File: config.mk
export PLATFORM = sky130hd
export DESIGN_NAME = lineStore
export DESIGN_NICKNAME = d
export VERILOG_FILES = /design/src/rtl/lineStore.sv
export SDC_FILE = /design/constraint.sdc
export NUM_CORES = 1
export LEC_CHECK = 0
export ABC_AREA = 1
export BUFFER_PORTS_ARGS = -buffer_cell sky130_fd_sc_hd__clkbuf_2
export CORE_ASPECT_RATIO = 0.5
export CORE_MARGIN = 8
export CORE_UTILIZATION = 60
export CTS_BUF_LIST = sky130_fd_sc_hd__clkbuf_4 sky130_fd_sc_hd__clkbuf_8 sky130_fd_sc_hd__clkbuf_16
export CTS_CLUSTER_DIAMETER = 40
export DETAILED_ROUTE_END_ITERATION = 10
export GPL_ROUTABILITY_DRIVEN = 0
export PLACE_DENSITY = 0.77
export SYNTH_ARGS = -nofsm -noshare
export SYNTH_HDL_FRONTEND = slang
export SYNTH_SLANG_ARGS = --single-unit
File: constraint.sdc
create_clock -name clk -period 2.6 [get_ports clk]
set_clock_uncertainty 0.1 [all_clocks]
set_input_delay 0.26 -clock clk [delete_from_list [all_inputs] [get_ports clk]]
set_output_delay 0.26 -clock clk [all_outputs]
set_load 0.01 [all_outputs]
File: src/rtl/lineStore.sv
`timescale 1ns/1ps
`default_nettype none

// generic storage array for cache lines
// holds tags in one instance and data words in the other
module lineStore #(
  parameter type payloadT = logic [31:0],
  parameter int  Depth    = 16
) (
  input  logic                     clk,
  // read port, data one cycle after index
  input  logic [$clog2(Depth)-1:0] rdIdx,
  output payloadT                  rdData,
  // single write port
  input  logic                     we,
  input  logic [$clog2(Depth)-1:0] wrIdx,
  input  payloadT                  wrData
);

  // contents carry no reset
  // line validity is tracked by the controller
  payloadT store [Depth];

  // write lands at the clock edge
  always_ff @(posedge clk)
  begin
    if (we)
    begin
      store[wrIdx] <= wrData;
    end
  end

  // registered read port
  // same-address read during write returns the old entry
  always_ff @(posedge clk)
  begin
    rdData <= store[rdIdx];
  end

endmodule

`default_nettype wire

# Yosys cells after proc, flatten, opt, wreduce, memory -nomap -nowiden
# Memory sizes are Yosys's and may differ from the RTL's. A register that Yosys moved wholly into a read port is not among the register bits.
# Index checks and enable logic that the tools add are counted.
[op_classes]
n_mux = 2
[op_table]
columns = ["cell", "n"]
rows = [
  ["two-way mux 1 bit", 2],
]
[totals]
reg_bits = 0
ram_bits = 512
input_bits = 42
output_inout_bits = 32
elab_cells = 3
mem_count = 1
[mem_list]
columns = ["memory", "depth", "word_bits", "rd", "rd_ports_with_merged_regs", "wr", "line", "rtl"]
rows = [
  ["store", 16, 32, 1, 1, 1, "22", "payloadT store [Depth];"],
]

# Depth between registers and ports, before layout
# Gate-level depths: netlist (run 1).
[depth]
ltp_word = 2
ltp_mapped = 10
depth_no_buf = 7

# Worst setup path before layout (run 1)
# Ideal clock, no wire load.
[synth_path]
kind = "input-to-reg"
from = "input port wrIdx[2]"
to = "memory store[10][0] in the netlist's numbering, enable pin"
t_arrival_ns = 1.832
setup_slack_ns = 0.247
path_stages = 2
n_path_buf = 0
cell_sequence = "nand3b_1 > nor2_1"
[synth_rtl]
columns = ["item", "line", "rtl"]
rows = [
  ["start: declaration", "16", "input logic [$clog2(Depth)-1:0] wrIdx,"],
  ["end: declaration", "22", ""],
]
# Straight into the memory's write port.

# Final worst setup path (run 1)
[layout_path]
from = "register rdData[9] in the netlist's numbering (read register of store)"
to = "output port rdData[9] in the netlist's numbering"
[layout_rtl]
columns = ["item", "line", "rtl"]
rows = [
  ["start: declaration", "13", "output payloadT rdData,"],
]
# No word-level cell between the ends.

==> reports/results.ini, run 1 <==
[setup_path]
worstSetupPathType=flop to output pin
critical-path-top-delay-family=flip-flops
required_ns=2.24
worstPathCellList=clkbuf_2
cpMaxStageDelayCell=dfxtp_1
arrival_ns=1.09
slowest_delay_ns=0.37
critPathMaxFanout=1
end_kind=output pin
critical_path.startpoint_type=flop
critPathBufInv=1

[die]
die-area_um2=44700
start_util_pct=60.9
num_rows=50
die_w_um=291
ios=74
die_y_um=154
coreArea_um2=37300

[logic_synthesis]
synthCells=2120
synth_flop_cell=edfxtp_1
synth_most_common_cell=nand2_1
ys_top_cells_by_area=edfxtp_1, nand2_1, nand3_1, inv_1, dfxtp_1
syn_area_um2=22700
synth_area_leader_cell=edfxtp_1
netlist.area_leader.share_pct=67.6
synth.yosys.warnings=0
synth_cell_types=15
yosys-top-cells-count=nand2_1, edfxtp_1, inv_1
syn_avg_cell_area_um2=10.7
seq_area_frac_synth_pct=70.5
synth_edf_count=512
mappedNetlistNets=2162
ys_seq_elements=544
async_flop_share_pct=0

[sta]
rsz0062_at_grt=no
setup_tns_ns=0
clock.fmax_mhz=689
hold_viol_final=0
period_minus_slack_ns=1.45
setup_viol=0
slew_headroom_pct=51.3
slew_viol_final=0
tightest_slew_ns=0.730
period_share_pct=55.8

[routing]
ant_nets=0
drt-pass1-iter-count=6
routed_wirelength_um=51600
routedWlPerCell_um=19.0
viasPerCell=5.48
drt_iter0_drc=1776
drc_errors=0
dr_total_vias=14900

[clock_tree]
cts_sinks=544
h-tree-depth=2
cts_buffers=48
cts.reportedPaths.clkPinSlew_ns=0.07
post-cts-setup-buffers=0
ctsHoldBuffers=2
cts_buffer_depth=3
cts_root_buf=clkbuf_16
cts-resized-gates=0
cts_tree=done
clk_latency_ns=0.57

[layout]
nFillCells=2524
nets=2222
seqCellArea_um2=16000
multi_input_area_um2=4670
design_area_um2=25300
drive_gt1_share_pct=9.60
area_growth_pct=11.3
diodes=0
final_cells=2712

[global_routing]
grt_overflow=0
grt_pass1_vias=14900
grt_antenna_before_repair=0
grt_max_degree=152
grt_first_pass_wirelength_um=80500
grt_usage_pct=22.8

[power]
combPwrFrac_pct=6.4
leakagePower_nw=10.8
switching_share_pct=22.2
ir_drop_v=0.000460
p_int_mw=14.1
p_seq_share_pct=54.4
p_switching_mw=4.02
clkPwrFrac_pct=39.2
p_per_area_nw_per_um2=717

[job]
cap_violations=0

[place]
placed_cells_incl_taps=2622
hpwl_um=27800
place_area_um2=23700
io_buffer_count=73

[min_path]
hold_path_class=input port to flop

[run_status]
status=finished clean

-- area by class of cell --
cell class | instances | area share, %
Clock buffer | 57 | 5.11
Clock inverter | 31 | 1.10
Inverter | 390 | 5.82
Multi-Input combinational cell | 1081 | 18.5
Sequential cell | 544 | 63.3
Tap cell | 494 | 2.44
Timing Repair Buffer | 115 | 3.75
-- stage by stage --
stage               total power, mW  hold WS (ns)  worst slack [ns]  util, %
finish                         18.1        0.0104              1.15     67.7
global route                   18.7        0.0155              1.12     67.7
CTS                            18.2       0.00245              1.12     67.7
detailed placement             11.2         0.544             0.714     63.5
global placement               11.2         0.539             0.742     63.5
floorplan                      10.7         0.259             0.247        -
-- cells in the final DEF, fill, tap and decap left out, types with 2 or more instances in the layout --
cell type        n
nand2_1        677
edfxtp_1       512
inv_1          386
nand3_1        385
clkbuf_2        70
clkbuf_16       49
dfxtp_1         32
buf_4           21
buf_12          20
nor2_4          16
clkinv_2        11
clkinv_1         8
clkbuf_4         7
inv_6            4
bufinv_16        4
clkinvlp_4       3
nand3b_1         2
clkinv_4         2
clkbuf_8         2
dlygate4sd3_1    2
-- path summary, 6_finish.rpt --
| kind | slack, ns | cells after the start | start | to |
|---|---|---|---|---|
| setup / recovery | 1.15 | 1 | rdData[9]$_DFF_P_ | rdData[9] |
| hold / removal | 0.01 | 1 | wrData[19] | store[3][19]$_DFFE_PP_ |
| setup reg to reg | 1.43 | 6 | store[15][21]$_DFFE_PP_ | rdData[21]$_DFF_P_ |
| hold reg to reg | 0.56 | 6 | store[6][24]$_DFFE_PP_ | rdData[24]$_DFF_P_ |
-- power groups by stage --
stage	logic, mW	registers (mW)	clock network [mW]
6_report	1.16	9.86	7.11
5_1_grt	1.28	9.87	7.52
4_1_cts	1.17	9.86	7.18
3_5_place_dp	1.15	10.0	0
3_3_place_gp	1.12	10.0	0
2_1_floorplan	0.668	10.1	0
-- sequential cells by signal (all words and copies together), names as in the netlist --
| register | count |
|---|---|
| store | 512 |
| rdData | 32 |
-- worst reg2reg max path, stage by stage, from the launching register on --
cell      delay (ns)
edfxtp_1        0.36
inv_1           0.06
nand2_1         0.06
nand3_1         0.13
nand3_1         0.12
nand3_1         0.17
nand2_1         0.06
-- kinds of logic after synthesis --
| family | Yosys count | share of synthesized area [%] |
|---|---|---|
| buffers and inverters | 495 | 9.54 |
| flip-flops | 544 | 70.5 |
| AND/OR/NAND/NOR | 1081 | 20.0 |
-- routing by layer --
metal	GRT usage [%]	up-vias	wire length (um)
met2	37.7	751	24600
met1	29.9	7046	20600
li1	-	6964	-
met5	0	-	0
met3	4.51	102	4960
met4	8.48	0	1430
Power figures use the tool's default switching activity.
==> inputs of run 2 (changes only) <==
==> constraint.sdc (replaced) <==
create_clock -name clk -period 1.4 [get_ports clk]
set_clock_uncertainty 0.1 [all_clocks]
set_input_delay 0.14 -clock clk [delete_from_list [all_inputs] [get_ports clk]]
set_output_delay 0.14 -clock clk [all_outputs]
set_load 0.01 [all_outputs]
==> run 2 against run 1 <==
  * Power up 92%
  * Critical endpoint is now rdData[4]
  * Flip-flop and latch count unchanged
  * Setup slack worse by 1.1 ns
==> reports/results.ini, run 2 (synthesis results as in run 1) <==
[setup_path]
required_ns=1.16  ; -1.08 ns
critical-path-top-delay-family=flip-flops
worstSetupPathType=flop to output pin
critPathBufInv=1  ; unchanged
reg2reg_depth=6  ; unchanged
end_kind=output pin
path_depth=1  ; unchanged
critical_path.startpoint_type=flop
critPathMaxFanout=1  ; unchanged
r2r-start=store[8][21]$_DFFE_PP_
worstPathCellList=clkbuf_2
cpMaxStageDelayCell=dfxtp_2
arrival_ns=1.09  ; about the same
slowest_delay_ns=0.36  ; about the same
crit_start=rdData[4]$_DFF_P_

[layout]
layout_commonest_cell=nand2_1
largest_register_ffs=512  ; unchanged
design_area_um2=26800  ; +6.1%
area_growth_pct=18.0
top_register=store
final_cell_mix=nand2_1, edfxtp_1, inv_1
drive_gt1_share_pct=12.6  ; +3.0 points
final_cells=2818  ; +3.9%
nFillCells=2349  ; -6.9%
nets=2326  ; +4.7%
reg_top3=store x512, rdData x32

[routing]
viasPerCell=5.48  ; about the same
dr_total_vias=15400  ; +3.8%
drc_errors=0  ; unchanged
routed_wirelength_um=54700  ; +5.9%
drt-pass1-iter-count=6  ; unchanged
routedWlPerCell_um=19.4  ; +1.9%
ant_nets=0  ; unchanged
drt_iter0_drc=1769  ; -0.39%

[clock_tree]
cts_buffer_depth=3  ; unchanged
clk_latency_ns=0.58  ; about the same
cts_root_buf=clkbuf_16
h-tree-depth=2  ; unchanged
cts_tree=done
cts.reportedPaths.clkPinSlew_ns=0.07  ; about the same
cts_sinks=544  ; unchanged
cts_buffers=47  ; -2.1%
post-cts-setup-buffers=0  ; unchanged

[place]
io_buffer_count=73  ; unchanged
placed_cells_incl_taps=2695  ; +2.8%
hpwl_um=31800  ; +14%
post-place-ws_ns=-0.0313  ; -0.745 ns
place_area_um2=24800  ; +4.8%

[die]
start_util_pct=60.9  ; unchanged
ios=74  ; unchanged
die-area_um2=44700  ; unchanged
die_y_um=154  ; unchanged
die_w_um=291  ; unchanged
num_rows=50  ; unchanged
coreArea_um2=37300  ; unchanged

[sta]
setup_viol=0  ; unchanged
slew_viol_final=0  ; unchanged
rsz0062_at_grt=no
fin_ws_ns=0.0693  ; -1.08 ns
tightest_slew_ns=0.408  ; -0.323 ns
fin_hold_ws_ns=0.0812  ; +0.0707 ns
period_share_pct=95.0
clock.fmax_mhz=752
hold_viol_final=0  ; unchanged
period_minus_slack_ns=1.33
slew_headroom_pct=72.8  ; +22 points

[power]
power.total_mw=34.7  ; +92%
leakagePower_nw=11.6  ; +6.6%
ir_drop_v=0.000868  ; +89%
p_per_area_nw_per_um2=1300  ; +81%

[min_path]
hold_path_class=input port to flop
worstHoldStart=rdIdx[0]
whs_path_depth=7  ; +6

[run_status]
status=finished clean

[global_routing]
grt_pass1_vias=15500  ; +4.0%
grt_max_degree=39  ; -74%
grt_usage_pct=24.1  ; +1.3 points
grt_antenna_before_repair=2  ; +2
grt_overflow=0  ; unchanged
grt_first_pass_wirelength_um=84900  ; +5.4%

[job]
cap_violations=0  ; unchanged

-- run 2: routing by layer --
| metal | global-route usage [%] | vias to the layer above | share of wire, % |
|---|---|---|---|
| met5 | 0 | - | 0.015 |
| met4 | 9.36 | 2 | 3.3 |
| met3 | 4.89 | 139 | 9.8 |
| met2 | 40.1 | 799 | 48 |
| met1 | 31.3 | 7314 | 39 |
| li1 | - | 7175 | - |
-- run 2: worst paths after layout --
kind,to,slack [ns]
max reg2reg,rdData[21]$_DFF_P_,0.20
min reg2reg,rdData[29]$_DFF_P_,0.56
min,rdData[2]$_DFF_P_,0.08
max,rdData[4],0.07
-- run 2: stage by stage --
| step | TNS, ns | utilization (%) |
|---|---|---|
| 3_3_place_gp | -0.143 | 66.5 |
| 4_1_cts | 0 | 71.8 |
| 5_1_grt | 0 | 71.8 |
| 6_report | 0 | 71.8 |
| 2_1_floorplan | -45.20 | - |
| 3_5_place_dp | -0.879 | 66.5 |
-- run 2: repair_timing --
item / CTS / global route
gates resized for setup: 1 / 0
hold buffers: 34 / 0
endpoints found under the setup margin: 1 / 0
hold endpoints to repair: 537 / 0
-- run 2: final cells by class --
class	instances	area (um2)	share of cell area, %
timing repair buffer	220	2380	8.87
tap	494	618	2.30
sequential	544	16000	59.7
antenna	1	2.50	0.00933
clock buffer	63	1330	4.97
inverter	390	1470	5.49
multi-input combinational	1081	4690	17.5
clock inverter	25	312	1.16
-- run 2: report_power, final --
group	switching [mW]	leakage, nW	internal, mW
Combinational	1.65	5.84	0.925
Clock	5.84	0.819	8.01
Sequential	0.113	4.90	18.2
Total	7.61	11.6	27.1
==> inputs of run 3 (changes only) <==
--- a/config.mk
+++ b/config.mk
@@ -15,6 +15,7 @@
 export DETAILED_ROUTE_END_ITERATION = 10
 export GPL_ROUTABILITY_DRIVEN = 0
 export PLACE_DENSITY = 0.77
+export RECOVER_POWER = 100
 export SYNTH_ARGS = -nofsm -noshare
 export SYNTH_HDL_FRONTEND = slang
 export SYNTH_SLANG_ARGS = --single-unit
==> run 3 against run 2 <==
  * Wire length grew 0.23%
  * Sequential power is essentially flat
  * Worst hold slack lost 0.0048 ns
  * Global-route usage is the same
  * Setup slack lost 0.0081 ns
  * Register-to-register slack is essentially flat
  * Final cell count is the same
  * Critical endpoint is now rdData[22]
  * Largest power group unchanged
==> reports/results.ini, run 3 (synthesis results as in run 1) <==
[layout]
nFillCells=2449  ; +4.3%
layout_commonest_cell=nand2_1
area_growth_pct=15.5
top_register=store
reg_top3=store x512, rdData x32
largest_register_ffs=512  ; unchanged
drive_gt1_share_pct=8.87  ; -3.7 points
final_cell_mix=nand2_1, edfxtp_1, inv_1
nets=2326  ; unchanged

[run_status]
status=finished clean

[min_path]
whs_path_depth=7  ; unchanged
worstHoldStart=rdIdx[0]
hold_path_class=input port to flop
min_to=rdData[2]$_DFF_P_

[setup_path]
crit-reg2reg-capture=rdData[21]$_DFF_P_
r2r_setup_slack_ns=0.21  ; about the same
critPathMaxFanout=1  ; unchanged
worstSetupPathType=flop to output pin
cpMaxStageDelayCell=dfxtp_1
slowest_delay_ns=0.33  ; -0.03 ns
required_ns=1.16  ; about the same
r2r-start=store[9][21]$_DFFE_PP_
end_kind=output pin
critical-path-top-delay-family=flip-flops
worstPathCellList=clkbuf_1
critPathBufInv=1  ; unchanged
critical_path.startpoint_type=flop
reg2reg_depth=6  ; unchanged
arrival_ns=1.10  ; about the same

[place]
hpwl_um=31800  ; unchanged
io_buffer_count=73  ; unchanged

[routing]
viasPerCell=5.48  ; +0.14%
routedWlPerCell_um=19.5  ; +0.23%
drt_iter0_drc=1672  ; -5.5%
routed_wirelength_um=54800  ; +0.23%
dr_total_vias=15500  ; +0.14%
drt-pass1-iter-count=5  ; -1
ant_nets=0  ; unchanged
drc_errors=0  ; unchanged

[die]
die_w_um=291  ; unchanged
start_util_pct=60.9  ; unchanged
ios=74  ; unchanged
die-area_um2=44700  ; unchanged
coreArea_um2=37300  ; unchanged
num_rows=50  ; unchanged
die_y_um=154  ; unchanged

[sta]
period_minus_slack_ns=1.34  ; +0.00809 ns
clock.fmax_mhz=747  ; -0.60%
period_share_pct=95.6  ; +0.58 points
slew_viol_final=0  ; unchanged
slew_headroom_pct=44.5  ; -28 points
hold_viol_final=0  ; unchanged
fin_hold_ws_ns=0.0764  ; -0.00481 ns
tightest_slew_ns=0.833  ; +0.425 ns
setup_viol=0  ; unchanged
rsz0062_at_grt=no

[clock_tree]
cts_tree=done
cts_buffers=47  ; unchanged
cts_sinks=544  ; unchanged
post-cts-setup-buffers=0  ; unchanged
cts_buffer_depth=3  ; unchanged
cts.reportedPaths.clkPinSlew_ns=0.07  ; about the same
clk_latency_ns=0.58  ; about the same
cts_root_buf=clkbuf_16
h-tree-depth=2  ; unchanged

[global_routing]
grt_usage_pct=24.1  ; unchanged
grt_overflow=0  ; unchanged
grt_pass1_vias=15500  ; unchanged
grt_antenna_before_repair=2  ; unchanged
grt_first_pass_wirelength_um=84900  ; unchanged
grt_max_degree=39  ; unchanged

[job]
cap_violations=0  ; unchanged

[power]
p_per_area_nw_per_um2=1320  ; +1.9%
ir_drop_v=0.000868  ; about the same
power.total_mw=34.6  ; -0.28%
leakagePower_nw=11.2  ; -2.7%

## run 3: changes by cell type in the layout (fill, tap and decap cells not counted)
cell | before | now
buf_12 | 65 | 40
buf_2 | 1 | 2
buf_4 | 49 | 41
clkbuf_1 | 0 | 71
clkbuf_2 | 70 | 25
clkbuf_4 | 12 | 18
nand3_1 | 384 | 385
nand3_2 | 1 | 0
nor2_1 | 0 | 14
nor2_2 | 1 | 0
nor2_4 | 16 | 3
## run 3: worst max-delay path by stage
stage                            start                     end  cells past startpoint
global placement              rdIdx[0]      rdData[24]$_DFF_P_                      9
global route        rdData[22]$_DFF_P_              rdData[22]                      1
floorplan                     wrIdx[2]  store[10][0]$_DFFE_PP_                      2
detailed placement            rdIdx[0]      rdData[24]$_DFF_P_                      9
finish              rdData[22]$_DFF_P_              rdData[22]                      1
CTS                  rdData[2]$_DFF_P_               rdData[2]                      1
## run 3: per-stage QoR
| stage | setup WS [ns] | cells | cell area (um2) | setup TNS, ns | util, % |
|---|---|---|---|---|---|
| 2_1_floorplan | -0.177 | 2120 | 22900 | -45.20 | - |
| 3_3_place_gp | -0.0133 | 2695 | 24800 | -0.143 | 66.5 |
| 3_5_place_dp | -0.0313 | 2695 | 24800 | -0.879 | 66.5 |
| 4_1_cts | 0.0452 | 2817 | 26800 | 0 | 71.8 |
| 5_1_grt | 0.0125 | 2818 | 26200 | 0 | 70.3 |
| 6_report | 0.0612 | 2818 | 26200 | 0 | 70.3 |
## run 3: layer usage
metal	global-route usage, %	vias to the layer above	part of all wire [%]
li1	-	7171	-
met1	31.3	7309	39
met2	40.1	839	48
met3	4.89	129	9.6
met4	9.36	2	3.1
met5	0	-	0.024
## run 3: cell type report
type,instances,area [um2],share of cell area (%)
antenna,1,2.50,0.00953
clock buffer,63,1330,5.08
clock inverter,25,312,1.19
inverter,390,1470,5.61
multi-input combinational,1081,4580,17.5
sequential,544,16000,61.0
tap,494,618,2.35
timing repair buffer,220,1910,7.27
## run 3: where the power goes
group / internal (mW) / switching [mW]
sequential: 18.2 / 0.113
clock: 8.02 / 5.84
combinational: 0.842 / 1.63
## run 3: timing repair
action	CTS	global route
hold endpoints to repair	537	0
resized for setup	1	0
hold buffers	34	0
endpoints found under the setup margin	1	0
