## src/rtl/cachePkg.sv

```systemverilog
`default_nettype none

package cachePkg;

  // cpu byte address and data word
  localparam int AddrW = 32;
  localparam int DataW = 32;

  // cache geometry, direct mapped
  localparam int BlockWords = 4;
  localparam int NumLines   = 16;
  localparam int OffW       = 2;
  localparam int IdxW       = 4;
  // tag is everything above index, offset and byte bits
  localparam int TagW       = AddrW - IdxW - OffW - 2;

  // backing memory, word addressed by addr[13:2]
  localparam int MemWords   = 4096;
  localparam int WaitCycles = 3;

  typedef logic [DataW-1:0] wordT;
  typedef logic [TagW-1:0]  tagT;

  // processor side, levels held until done
  typedef struct packed {
    logic             re;
    logic             we;
    logic [AddrW-1:0] addr;
    wordT             wdata;
  } cpuReqT;

  // done is a single-cycle pulse
  typedef struct packed {
    logic done;
    logic hit;
    wordT rdata;
  } cpuRspT;

  // controller to slow memory
  typedef struct packed {
    logic             re;
    logic             we;
    logic [AddrW-1:0] addr;
    wordT             wdata;
  } memReqT;

  typedef struct packed {
    logic valid;
    wordT rdata;
  } memRspT;

endpackage

`default_nettype wire

```

## src/rtl/cacheCtrl.sv

```systemverilog
`timescale 1ns/1ps
`default_nettype none

// direct-mapped write-through cache control
// read miss fills the whole line, writes never allocate
module cacheCtrl import cachePkg::*;
(
  input  logic                 clk,
  input  logic                 arstN,
  input  cpuReqT               cpuReq,
  output cpuRspT               cpuRsp,
  output memReqT               memReq,
  input  memRspT               memRsp,
  output logic [IdxW-1:0]      tagRdIdx,
  input  tagT                  tagRdData,
  output logic                 tagWe,
  output logic [IdxW-1:0]      tagWrIdx,
  output tagT                  tagWrData,
  output logic [IdxW+OffW-1:0] dataRdIdx,
  input  wordT                 dataRdData,
  output logic                 dataWe,
  output logic [IdxW+OffW-1:0] dataWrIdx,
  output wordT                 dataWrData
);

  typedef enum logic [2:0] {
    stIdle,
    stLookup,
    stCompare,
    stFillReq,
    stFillWait,
    stWrWait,
    stRespond
  } ctrlStateT;

  ctrlStateT state;
  ctrlStateT stateNext;

  // captured request
  logic [AddrW-1:0]    addrQ;
  wordT                wdataQ;
  logic                isWrQ;
  // read already went through a fill
  logic                missQ;
  // write hit flag, reported in respond
  logic                hitQ;
  logic [OffW-1:0]     fillCnt;
  logic [NumLines-1:0] validQ;

  tagT             addrTag;
  logic [IdxW-1:0] addrIdx;
  logic [OffW-1:0] addrOff;
  logic            lineHit;
  logic            readDone;
  logic            fillBeat;
  logic            fillLast;

  // address split: tag | index | offset | byte
  assign addrTag = addrQ[AddrW-1:AddrW-TagW];
  assign addrIdx = addrQ[IdxW+OffW+1:OffW+2];
  assign addrOff = addrQ[OffW+1:2];

  // store outputs valid in compare
  assign lineHit  = validQ[addrIdx] && (tagRdData == addrTag);
  assign readDone = (state == stCompare) && !isWrQ && lineHit;
  // one word back from memory during fill
  assign fillBeat = (state == stFillWait) && memRsp.valid;
  assign fillLast = fillBeat && (fillCnt == '1);

  always_comb
  begin
    stateNext = state;
    case (state)
      stIdle:
        if (cpuReq.re || cpuReq.we)
          stateNext = stLookup;
      // stores read at the end of lookup
      stLookup:
        stateNext = stCompare;
      stCompare:
        if (isWrQ)
          stateNext = stWrWait;
        else if (lineHit)
          stateNext = stIdle;
        else
          stateNext = stFillReq;
      // one quiet cycle between memory reads
      stFillReq:
        stateNext = stFillWait;
      stFillWait:
        if (fillLast)
          stateNext = stLookup;
        else if (fillBeat)
          stateNext = stFillReq;
      stWrWait:
        if (memRsp.valid)
          stateNext = stRespond;
      stRespond:
        stateNext = stIdle;
      default:
        stateNext = stIdle;
    endcase
  end

  always_ff @(posedge clk or negedge arstN)
  begin
    if (!arstN)
    begin
      state   <= stIdle;
      isWrQ   <= 1'b0;
      missQ   <= 1'b0;
      hitQ    <= 1'b0;
      fillCnt <= '0;
      validQ  <= '0;
    end
    else
    begin
      state <= stateNext;
      if (state == stIdle)
      begin
        isWrQ <= cpuReq.we;
        missQ <= 1'b0;
      end
      if (state == stCompare)
        hitQ <= lineHit;
      // miss: drop the old line while it is refilled
      if (state == stCompare && !isWrQ && !lineHit)
      begin
        missQ           <= 1'b1;
        fillCnt         <= '0;
        validQ[addrIdx] <= 1'b0;
      end
      if (fillBeat)
        fillCnt <= fillCnt + 1'b1;
      if (fillLast)
        validQ[addrIdx] <= 1'b1;
    end
  end

  always_ff @(posedge clk)
  begin
    if (state == stIdle)
    begin
      addrQ  <= cpuReq.addr;
      wdataQ <= cpuReq.wdata;
    end
  end

  // lookup always on the captured address
  assign tagRdIdx  = addrIdx;
  assign dataRdIdx = {addrIdx, addrOff};

  // tag written with the last fill word
  assign tagWe     = fillLast;
  assign tagWrIdx  = addrIdx;
  assign tagWrData = addrTag;

  // fill words, or the cached word on a write hit
  assign dataWe     = fillBeat || ((state == stCompare) && isWrQ && lineHit);
  assign dataWrIdx  = {addrIdx, fillBeat ? fillCnt : addrOff};
  assign dataWrData = fillBeat ? memRsp.rdata : wdataQ;

  // line reads walk the offsets, writes use the cpu address
  assign memReq.re    = (state == stFillWait);
  assign memReq.we    = (state == stWrWait);
  assign memReq.addr  = isWrQ ? addrQ : {addrTag, addrIdx, fillCnt, 2'b00};
  assign memReq.wdata = wdataQ;

  // hit reported low for a read that needed a fill
  assign cpuRsp.done  = readDone || (state == stRespond);
  assign cpuRsp.hit   = (state == stRespond) ? hitQ : (readDone && !missQ);
  assign cpuRsp.rdata = dataRdData;

endmodule

`default_nettype wire

```

## config.mk

```make
export PLATFORM = sky130hd
export DESIGN_NAME = cacheCtrl
export DESIGN_NICKNAME = d
export VERILOG_FILES = /design/src/rtl/cachePkg.sv /design/src/rtl/cacheCtrl.sv
export SDC_FILE = /design/constraint.sdc
export NUM_CORES = 1
export LEC_CHECK = 0
export ABC_CLOCK_PERIOD_IN_PS = 7700
export BUFFER_PORTS_ARGS = -buffer_cell sky130_fd_sc_hd__buf_2
export CELL_PAD_IN_SITES_DETAIL_PLACEMENT = 1
export CELL_PAD_IN_SITES_GLOBAL_PLACEMENT = 2
export CORE_MARGIN = 2
export CORE_UTILIZATION = 24
export DETAILED_ROUTE_END_ITERATION = 12
export PLACE_DENSITY_LB_ADDON = 0.1
export REMOVE_ABC_BUFFERS = 1
export SLEW_MARGIN = 20
export SYNTH_ARGS = -nofsm -noshare
export SYNTH_HDL_FRONTEND = slang
export SYNTH_SLANG_ARGS = --single-unit
```

## constraint.sdc

```tcl
create_clock -name clk -period 7.7 [get_ports clk]
set_clock_uncertainty 0.1 [all_clocks]
set_input_delay 0.385 -clock clk [delete_from_list [all_inputs] [get_ports clk]]
set_output_delay 0.385 -clock clk [all_outputs]
set_load 0.02 [all_outputs]
```

# Word-level counts from Yosys, hierarchy flattened
# Index checks and enable logic that the tools add are counted.
totals:
  register_bits: 88
  input_bits: 157
  output_inout_bits: 178
  word_cells: 66
classes:
  n_addsub: 1
  order_cmp: 2
  n_eq_ne: 11
  muxes: 21
  bitwise_logic: 3
  n_reduce_logical: 20
ops:
  columns: ["op", "count"]
  rows:
  - ["$mux 16", 2]
  - ["$mux 32", 1]
  - ["$eq 24x24->1", 1]
  - ["$pmux 3 s6", 1]
  - ["$and 16x16->16", 1]
  - ["$not 16->16", 1]
  - ["$or 16x16->16", 1]
  - ["$mux 3", 5]
  - ["$logic_and 1x1->1", 10]
  - ["$eq 3x3->1 const B", 3]
  - ["$mux 2", 4]
  - ["$eq 3x2->1 const B", 2]
  - ["$lt 4x5->1 const B", 1]
  - ["$mux 1", 5]
  - ["$bmux 1 s4", 1]
  - ["$demux 1 s4", 1]
  - ["$ge 4x1->1 const B", 1]
  - ["$mux 4", 1]
  - ["$reduce_bool 2->1", 2]
  - ["$eq 3x1->1 const B", 1]
  - ["$logic_not 1->1", 3]
  - ["$logic_not 3->1", 1]
  - ["$logic_or 1x1->1", 3]
  - ["$ne 3x1->1 const B", 1]
  - ["5 further kinds", 5]

# Depth between registers and ports, before layout
# Gate-level depths: netlist of the first run.
depth:
  ltp_word: 9
  mapped_depth: 7
  mapped_depth_nobuf: 5

# Least setup slack after synthesis of the first run
# OpenSTA, ideal clock, no wires.
synth_timing:
  path_kind: "register to register"
  startpoint: "register state[2]"
  endpoint: "register isWrQ"
  setup_ns: 0.087
  t_arrival_ns: 5.782
  t_required_ns: 7.513
  path_slack_ns: 1.731
  path_stages_with_launch: 4
  path_buffers: 1
  path_cell_list: "dfrtp_1 clkbuf_1 nor3_1 mux2_2"
synth_between:
  elab_chain_cells: 1
synth_lines:
  columns: ["element", "line_no", "rtl"]
  rows:
  - ["start, declared", "cacheCtrl.sv:36", "ctrlStateT state;"]
  - ["start signal, assigned", "cacheCtrl.sv:109", "state <= stIdle;"]
  - ["start signal, assigned", "cacheCtrl.sv:118", "state <= stateNext;"]
  - ["$logic_not 3->1", "cacheCtrl.sv:119", "if (state == stIdle)"]
  - ["end signal, assigned", "cacheCtrl.sv:121", "isWrQ <= cpuReq.we;"]
  - ["end, declared", "cacheCtrl.sv:42", "logic isWrQ;"]
# Every way passes these cells.
# A chain may end at the register's enable or synchronous reset.

==> results of run 1 <==
## placed cells by master (no fill, tap or decap), types with 4 or more instances in the layout
cell type,n
a21oi_1,29
a31oi_1,5
buf_2,270
clkbuf_16,9
dfrtp_1,24
edfxtp_1,64
inv_1,4
mux2_2,37
nand2_1,7
nand2b_1,4
nand4_1,6
nor2_1,8
nor2b_1,5
nor3_1,11
nor4_1,9
xnor2_1,25
## worst max-delay path, stage by stage (launching register included)
cell	delay, ns
edfxtp_1	0.45
xnor2_1	0.21
nand4_1	0.12
nor4_1	0.63
nand3_2	0.64
o32ai_1	0.46
buf_2	0.22
## per-stage QoR
step | power, mW | hold slack [ns]
CTS | 2.34 | 0.0900
detailed placement | 1.91 | 0.332
floorplan | 1.48 | -0.0106
global route | 2.43 | 0.0931
global placement | 1.91 | 0.331
finish | 2.30 | 0.111
## worst paths after layout
kind	to	cells after the start	startpoint
hold reg to reg	hitQ	2	hitQ
setup / recovery	cpuRsp[32]	6	addrQ[14]
max in group asynchronous	validQ[5]	2	arstN
hold / removal	addrQ[22]	1	cpuReq[54]
min in group asynchronous	validQ[15]	2	arstN
setup reg to reg	state[0]	5	addrQ[14]
## per-layer routing
layer  routed length, µm  vias up
li1                    -     1624
met1                8330     1716
met2                7740      222
met3                2220       22
met4                 222        6
met5                 114        -
## final cells by class
type                       instances  share of cell area [%]
tap                              265                    5.59
clock buffer                      11                    3.92
sequential                        88                    42.5
timing repair buffer             273                    23.2
inverter                           4                   0.253
clock inverter                     4                   0.527
multi-input combinational        177                    24.0
## flip-flops by register name, indices dropped and copies added (netlist names)
name,count
addrQ,32
wdataQ,32
validQ,16
state,3
fillCnt,2
hitQ,1
isWrQ,1
missQ,1
## where the power goes
group          internal (mW)  switching, mW  leakage [nW]
logic                  0.353          0.681          1.53
registers              0.699          0.153         0.929
clock network          0.219          0.194         0.118
total                   1.27           1.03          2.58
## kinds of logic after synthesis
family | share of synthesized area, %
buffers and inverters | 18.1
xor gates and xnor gates | 4.55
DFF | 52.4
AOI/OAI and AO/OA | 6.14
adders and majority gates | 0.260
and+or+nand+nor | 7.49
muxes | 11.0
==> impl_metrics.json, run 1 <==
{
  "status": "finished clean",
  "postCtsHoldBufs": 1,
  "syn_inst": 385,
  "netlist_area_um2": 4810,
  "clock_path_buffers": 2,
  "die_h_um": 146,
  "cp.required_ns": 7.21,
  "cts_resized": 0,
  "wirelength_mm": 18.6,
  "relSlewSlack_pct": 45.2,
  "synth_top_area_cell": "edfxtp_1",
  "period_share_pct": 46.1,
  "routedWlPerCell_um": 22.7,
  "core_um2": 19600,
  "dp_slack_ns": 4.45,
  "synth_edf_count": 64,
  "max_freq_mhz": 281,
  "arrival_ns": 3.07,
  "grt_overflow": 0,
  "final_cells": 822,
  "drt_iter0_markers": 135,
  "synth_area_leaders": "edfxtp_1 (40%), buf_4 (16%), dfrtp_1 (12%)",
  "grt_usage_pct": 17.3,
  "clk-insertion-delay-late_ns": 0.34,
  "ys_seq_elements": 88,
  "synth-main-ff-cell": "edfxtp_1",
  "max_cap_violations": 0,
  "rsz0062_at_grt": "false",
  "rrSetupSlack_ns": 4.96,
  "grt_busiest_layer": "met2",
  "n_fill_cell": 2263,
  "dp_hpwl_mm": 15.0,
  "drc": 0,
  "fin_crit_ns": 3.55,
  "grt_use_met3_pct": 9.66,
  "grt_max_degree": 59,
  "grt_pass1_vias": 3908,
  "final.setup.tns_ns": 0,
  "area_growth_pct": 23.3,
  "port_buffers": 270,
  "vias": 3590,
  "drtPass1Iterations": 4,
  "ys_seq_area_share_pct": 52.4,
  "use_met2_pct": 24.5,
  "worst_setup_path_end_kind": "output port",
  "synth_common_cells": "buf_4 (102), edfxtp_1 (64), mux2_2 (37), a21oi_1 (29), xnor2_1 (25)",
  "seq_area_um2": 2520,
  "hold_class": "primary input to register",
  "path_max_fanout": 24,
  "cts_max_level": 3,
  "irDropWorstVdd_v": 0.000117,
  "start_util_pct": 24.6,
  "slew_violations": 0,
  "cts_tree": "yes",
  "synth_top_area_share_pct": 39.9,
  "avgSynthCellArea_um2": 12.5,
  "power_density_nw_per_um2": 388,
  "antenna_found_initial": 2,
  "viasPerCell": 4.37,
  "final_layout_size_suffix_gt1_share_pct": 60.1,
  "fp.dieW_um": 146,
  "dp.cells": 806,
  "clock_sinks": 88,
  "fin_nets": 711,
  "setup_viol": 0,
  "gp_congestion": 0.804,
  "leakage_nw": 2.58,
  "yosysWarnings": 0,
  "fin_util_pct": 30.3,
  "dieArea_um2": 21200,
  "cts_setup_buffers": 0,
  "synthArstFlopShare_pct": 27.3,
  "clkTransAtPathRegs_ns": 0.07,
  "hold_viol_final": 0,
  "worst-slew-pin-transition_ns": 0.822,
  "ant_nets": 0,
  "post-route-cell-area_um2": 5930,
  "numCtsBuffers": 9,
  "dpl-instance-area_um2": 5660,
  "met1_usage_pct": 22.2,
  "grt_pass1_wl_mm": 26.6,
  "multi_input_area_um2": 1420,
  "ios": 335,
  "setup_ws_ns": 4.15,
  "synth_most_common_cell": "buf_4",
  "cp-start-kind": "register",
  "crit_type": "register to output port",
  "yosysUniqueCellTypes": 39,
  "num_rows": 51,
  "n_antenna_cell": 0,
  "root_buffer": "clkbuf_16"
}
(Power assumes the default switching activity.)
==> run 2: changes to the inputs <==
ABC_CLOCK_PERIOD_IN_PS = 3000   (was 7700)
CORE_UTILIZATION = 21   (was 24)
clock period = 3 ns   (was 7.7 ns; I/O delays follow)
==> impl_metrics.json, run 2 (same netlist as run 1, synthesis figures left out) <==
{
  "status": "finished clean",
  "grt_use_met3_pct": 7.83,
  "drtPass1Iterations": 4,
  "max_cap_violations": 0,
  "grt_pass1_vias": 4250,
  "gp_congestion": 0.703,
  "power_density_nw_per_um2": 895,
  "dp.cells": 834,
  "cp.required_ns": 2.75,
  "crit_type": "register to output port",
  "grt_overflow": 0,
  "vias": 3799,
  "grt_pass1_wl_mm": 25.3,
  "grt_busiest_layer": "met2",
  "grt_max_degree": 36,
  "grt_usage_pct": 14.1,
  "use_met2_pct": 22.9,
  "hold_viol_final": 0,
  "fin_hold_ws_ns": 0.0377,
  "drc": 0,
  "slew_violations": 0,
  "met1_usage_pct": 15.6,
  "post-route-cell-area_um2": 6730,
  "clk-insertion-delay-late_ns": 0.35,
  "die_h_um": 155,
  "worstPathCellList": "xnor2_1 > nand4_1 > nor4_4 > buf_4 > nand3_2 > o32ai_2 > buf_2",
  "cp-start-kind": "register",
  "fin_nets": 784,
  "antenna_found_initial": 4,
  "hold_class": "primary input to register",
  "path_buf_inv": 2,
  "port_buffers": 270,
  "final_cell_mix": "buf_2 (270), dlygate4sd3_1 (66), edfxtp_1 (64), mux2_2 (37), a21oi_1 (29)",
  "setup_viol": 0,
  "cts_max_level": 3,
  "cp_slowest_stage_delay_ns": 0.43,
  "final.setup.tns_ns": 0,
  "fp.dieW_um": 155,
  "root_buffer": "clkbuf_16",
  "dieArea_um2": 24100,
  "max_freq_mhz": 363,
  "num_rows": 55,
  "drt_iter0_markers": 112,
  "worst-slew-pin-transition_ns": 0.639,
  "numCtsBuffers": 9,
  "clock_path_buffers": 2,
  "period_share_pct": 91.7,
  "dp_slack_ns": 0.327,
  "clkTransAtPathRegs_ns": 0.08,
  "setup_ws_ns": 0.248,
  "cts_setup_buffers": 0,
  "cp-startpoint": "addrQ[16]",
  "irDropWorstVdd_v": 0.000304,
  "start_util_pct": 21.3,
  "path_max_fanout": 9,
  "cpMaxStageDelayCell": "edfxtp_1",
  "r2r-start": "addrQ[4]",
  "worst_setup_path_end_kind": "output port",
  "dp_hpwl_mm": 13.6,
  "fin_crit_ns": 2.75,
  "cts_tree": "yes",
  "wirelength_mm": 17.1,
  "core_um2": 22600,
  "final_layout_size_suffix_gt1_share_pct": 55.0,
  "layout_commonest_cell": "buf_2",
  "n_fill_cell": 2571,
  "clock_sinks": 88,
  "hp-start": "memRsp[32]",
  "critPathTopFamily": "simple AND/OR/NAND/NOR gates",
  "rsz0062_at_grt": "false",
  "ant_nets": 0,
  "arrival_ns": 2.50,
  "area_growth_pct": 39.9,
  "dpl-instance-area_um2": 5740,
  "leakage_nw": 2.93,
  "ios": 335,
  "final_cells": 917,
  "top_regs": "addrQ (32), wdataQ (32), validQ (16)",
  "relSlewSlack_pct": 57.0,
  "viasPerCell": 4.14,
  "routedWlPerCell_um": 18.7
}
[run 2: changes by cell type in the layout (fill, tap and decap cells not counted), moves of 2 or more]
cell,previous run,this run
dlygate4sd3_1,1,66
buf_4,2,10
o32ai_1,2,0
clkinvlp_4,3,1
o32ai_2,0,2
[run 2: routing by layer]
metal  up-vias  part of all wire [%]
met2       210                    48
met5         -                  0.71
met1      1788                    38
met3        24                    12
li1       1769                     -
met4         8                   1.6
[run 2: worst paths after layout]
check,cells past startpoint,slack (ns),to
worst max-delay path,7,0.25,cpuRsp[32]
worst min-delay path,3,0.04,state[0]
worst max register to register,7,0.69,validQ[0]
worst min register to register,2,0.39,hitQ
max in group asynchronous,2,2.13,validQ[9]
min in group asynchronous,2,0.25,validQ[12]
[run 2: area by class of cell]
cell class / instances / area (µm²) / share of cell area [%]
Multi-Input combinational cell: 177 / 1450 / 21.6
Sequential cell: 88 / 2520 / 37.5
Clock buffer: 10 / 229 / 3.40
Antenna cell: 1 / 2.50 / 0.0372
Inverter: 4 / 15.0 / 0.223
Timing Repair Buffer: 346 / 2090 / 31.0
Tap cell: 285 / 357 / 5.30
Clock inverter: 6 / 67.6 / 1.00
[run 2: where the power goes]
group / internal (mW) / leakage, nW / switching (mW)
registers: 1.79 / 0.929 / 0.319
logic: 0.997 / 1.86 / 1.76
clock network: 0.652 / 0.141 / 0.507
[run 2: tightest hold or removal path, stage by stage]
cell and delay, ns:
buf_2 0.12, inv_1 0.05, a221o_1 0.12
[run 2: through the flow]
stage	power [mW]	util, %
after floorplan	3.33	-
after global placement	4.87	25.4
after detailed placement	4.88	25.4
after CTS	6.16	29.7
after global routing	6.41	29.8
final	6.03	29.8
[run 2: what timing repair did]
| item | 4_1_cts | 5_1_grt |
|---|---|---|
| gates resized for setup | 1 | 3 |
| hold buffers | 66 | 0 |
| setup endpoints to repair | 1 | 2 |
| hold endpoints to repair | 89 | 0 |
==> run 3: changes to the inputs <==
ABC_CLOCK_PERIOD_IN_PS = 2300   (was 3000)
GPL_TIMING_DRIVEN = 0   (was not set)
clock period = 2.3 ns   (was 3 ns; I/O delays follow)
==> impl_metrics.json, run 3 (same netlist as run 1, synthesis figures left out) <==
{
  "grt_pass1_wl_mm": 26.3,
  "dp_hpwl_mm": 13.0,
  "p_switching_mw": 3.53,
  "worst_setup_path_end_kind": "output port",
  "irDropWorstVdd_v": 0.000416,
  "n_antenna_cell": 0,
  "gp_congestion": 0.690,
  "wirelength_mm": 18.0,
  "grt_usage_pct": 14.7,
  "worstPathCellList": "xnor2_1 > nand4_1 > nor4_4 > nand3_4 > o32ai_4 > buf_6",
  "rsz0062_at_grt": "true",
  "leakage_nw": 3.16,
  "cts_max_level": 3,
  "ios": 335,
  "cp.required_ns": 2.09,
  "setup_viol": 3,
  "hold_class": "primary input to register",
  "clock_sinks": 88,
  "grt_pass1_vias": 4397,
  "fp.dieW_um": 155,
  "final_layout_size_suffix_gt1_share_pct": 59.4,
  "start_util_pct": 21.3,
  "grt_max_degree": 25,
  "port_buffers": 270,
  "arrival_ns": 2.24,
  "vias": 4036,
  "area_growth_pct": 50.2,
  "post-layout-total-power_mw": 8.47,
  "num_rows": 55,
  "combPwrFrac_pct": 48.4,
  "grt_overflow": 0,
  "cts_tree": "yes",
  "worst-slew-pin-transition_ns": 0.627,
  "dieArea_um2": 24100,
  "crit_type": "register to output port",
  "antenna_found_initial": 1,
  "max_cap_violations": 0,
  "viasPerCell": 4.20,
  "dp_slack_ns": -0.889,
  "swShare_pct": 41.7,
  "clk-insertion-delay-late_ns": 0.35,
  "core_um2": 22600,
  "slew_violations": 0,
  "period_share_pct": 107,
  "final_cell_mix": "buf_2 (267), dlygate4sd3_1 (66), edfxtp_1 (64), buf_4 (48), mux2_2 (37)",
  "clkTransAtPathRegs_ns": 0.07,
  "critPathTopFamily": "simple AND/OR/NAND/NOR gates",
  "drc": 0,
  "fin_crit_ns": 2.45,
  "violations": "setup timing",
  "power_density_nw_per_um2": 1170,
  "routedWlPerCell_um": 18.7,
  "drtPass1Iterations": 4,
  "hold_viol_final": 0,
  "pwr-share-clk_pct": 19.4,
  "root_buffer": "clkbuf_16",
  "clock_path_buffers": 2,
  "setup_ws_ns": -0.152,
  "cp-start-kind": "register",
  "path_max_fanout": 5,
  "top_regs": "addrQ (32), wdataQ (32), validQ (16)",
  "fin_hold_ws_ns": 0.0414,
  "layout_commonest_cell": "buf_2",
  "cpMaxStageDelayCell": "nor4_4",
  "status": "finished with violations",
  "n_fill_cell": 2582,
  "cp_slowest_stage_delay_ns": 0.43,
  "share_seq_of_total_power_pct": 32.2,
  "power.internal_mw": 4.94,
  "relSlewSlack_pct": 58.1,
  "die_h_um": 155,
  "numCtsBuffers": 9,
  "fin_nets": 828,
  "ant_nets": 0,
  "max_freq_mhz": 408,
  "path_buf_inv": 1,
  "drt_iter0_markers": 147
}
[run 3: changes by cell type in the layout (fill, tap and decap cells not counted), moves of 3 or more]
cell | before | now
buf_4 | 10 | 48
buf_6 | 0 | 4
buf_12 | 0 | 3
buf_2 | 270 | 267
[run 3: power by group through the flow]
stage | Clock, mW | Sequential [mW] | Combinational [mW]
after floorplan | 0 | 2.88 | 1.05
after global placement | 0 | 2.34 | 1.80
after detailed placement | 0 | 2.86 | 3.50
after CTS | 1.71 | 2.74 | 4.08
after global routing | 1.75 | 2.81 | 4.39
final | 1.64 | 2.73 | 4.10
[run 3: worst register-to-register path: cells and delay by family, from the launching register on]
kind	cells	cell delay, ns
multiplexers	1	0.52
buffers and inverters	2	0.33
AO/OA/AOI/OAI	2	0.33
flip-flops	1	0.38
AND/OR/NAND/NOR	2	0.35
[run 3: area by class of cell]
cell class	instances	area, µm²	share of cell area [%]
well taps	285	357	4.94
clock inverters	7	101	1.40
clock buffers	9	225	3.12
multi-input cells	179	1540	21.3
inverters	4	15.0	0.208
flip-flops and latches	88	2520	34.9
repair buffers	388	2460	34.1
[run 3: path summary, 6_finish.rpt]
path / cells past startpoint / slack [ns] / endpoint / from
max in group asynchronous: 2 / 1.42 / state[2] / arstN
min reg2reg: 2 / 0.39 / hitQ / hitQ
max reg2reg: 7 / 0.15 / validQ[0] / addrQ[4]
min: 3 / 0.04 / state[0] / memRsp[32]
max: 6 / -0.15 / cpuRsp[32] / addrQ[12]
min in group asynchronous: 2 / 0.22 / validQ[12] / arstN
[run 3: repair_timing]
| action | CTS | global route |
|---|---|---|
| gates resized for setup | 19 | 5 |
| hold buffers | 66 | 0 |
| endpoints found under the hold margin | 89 | 0 |
| setup buffers | 36 | 9 |
| pin swaps | 18 | 6 |
| endpoints found under the setup margin | 60 | 39 |
| gates cloned | 2 | 0 |
[run 3: metal layers]
layer	part of all wire [%]	global-route usage (%)
met5	0.50	2.28
met4	2.3	5.29
met3	10	6.66
met2	47	23.8
met1	40	16.9
[run 3: stage by stage]
step / cell area (µm²) / cells / util, % / setup TNS [ns]
3_3_place_gp: 5660 / 824 / 25.1 / -416.95
5_1_grt: 7220 / 960 / 32.0 / -0.698
2_1_floorplan: 3960 / 269 / - / -235.22
3_5_place_dp: 5740 / 832 / 25.4 / -13.33
6_report: 7220 / 960 / 32.0 / -0.365
4_1_cts: 7130 / 951 / 31.6 / -0.512
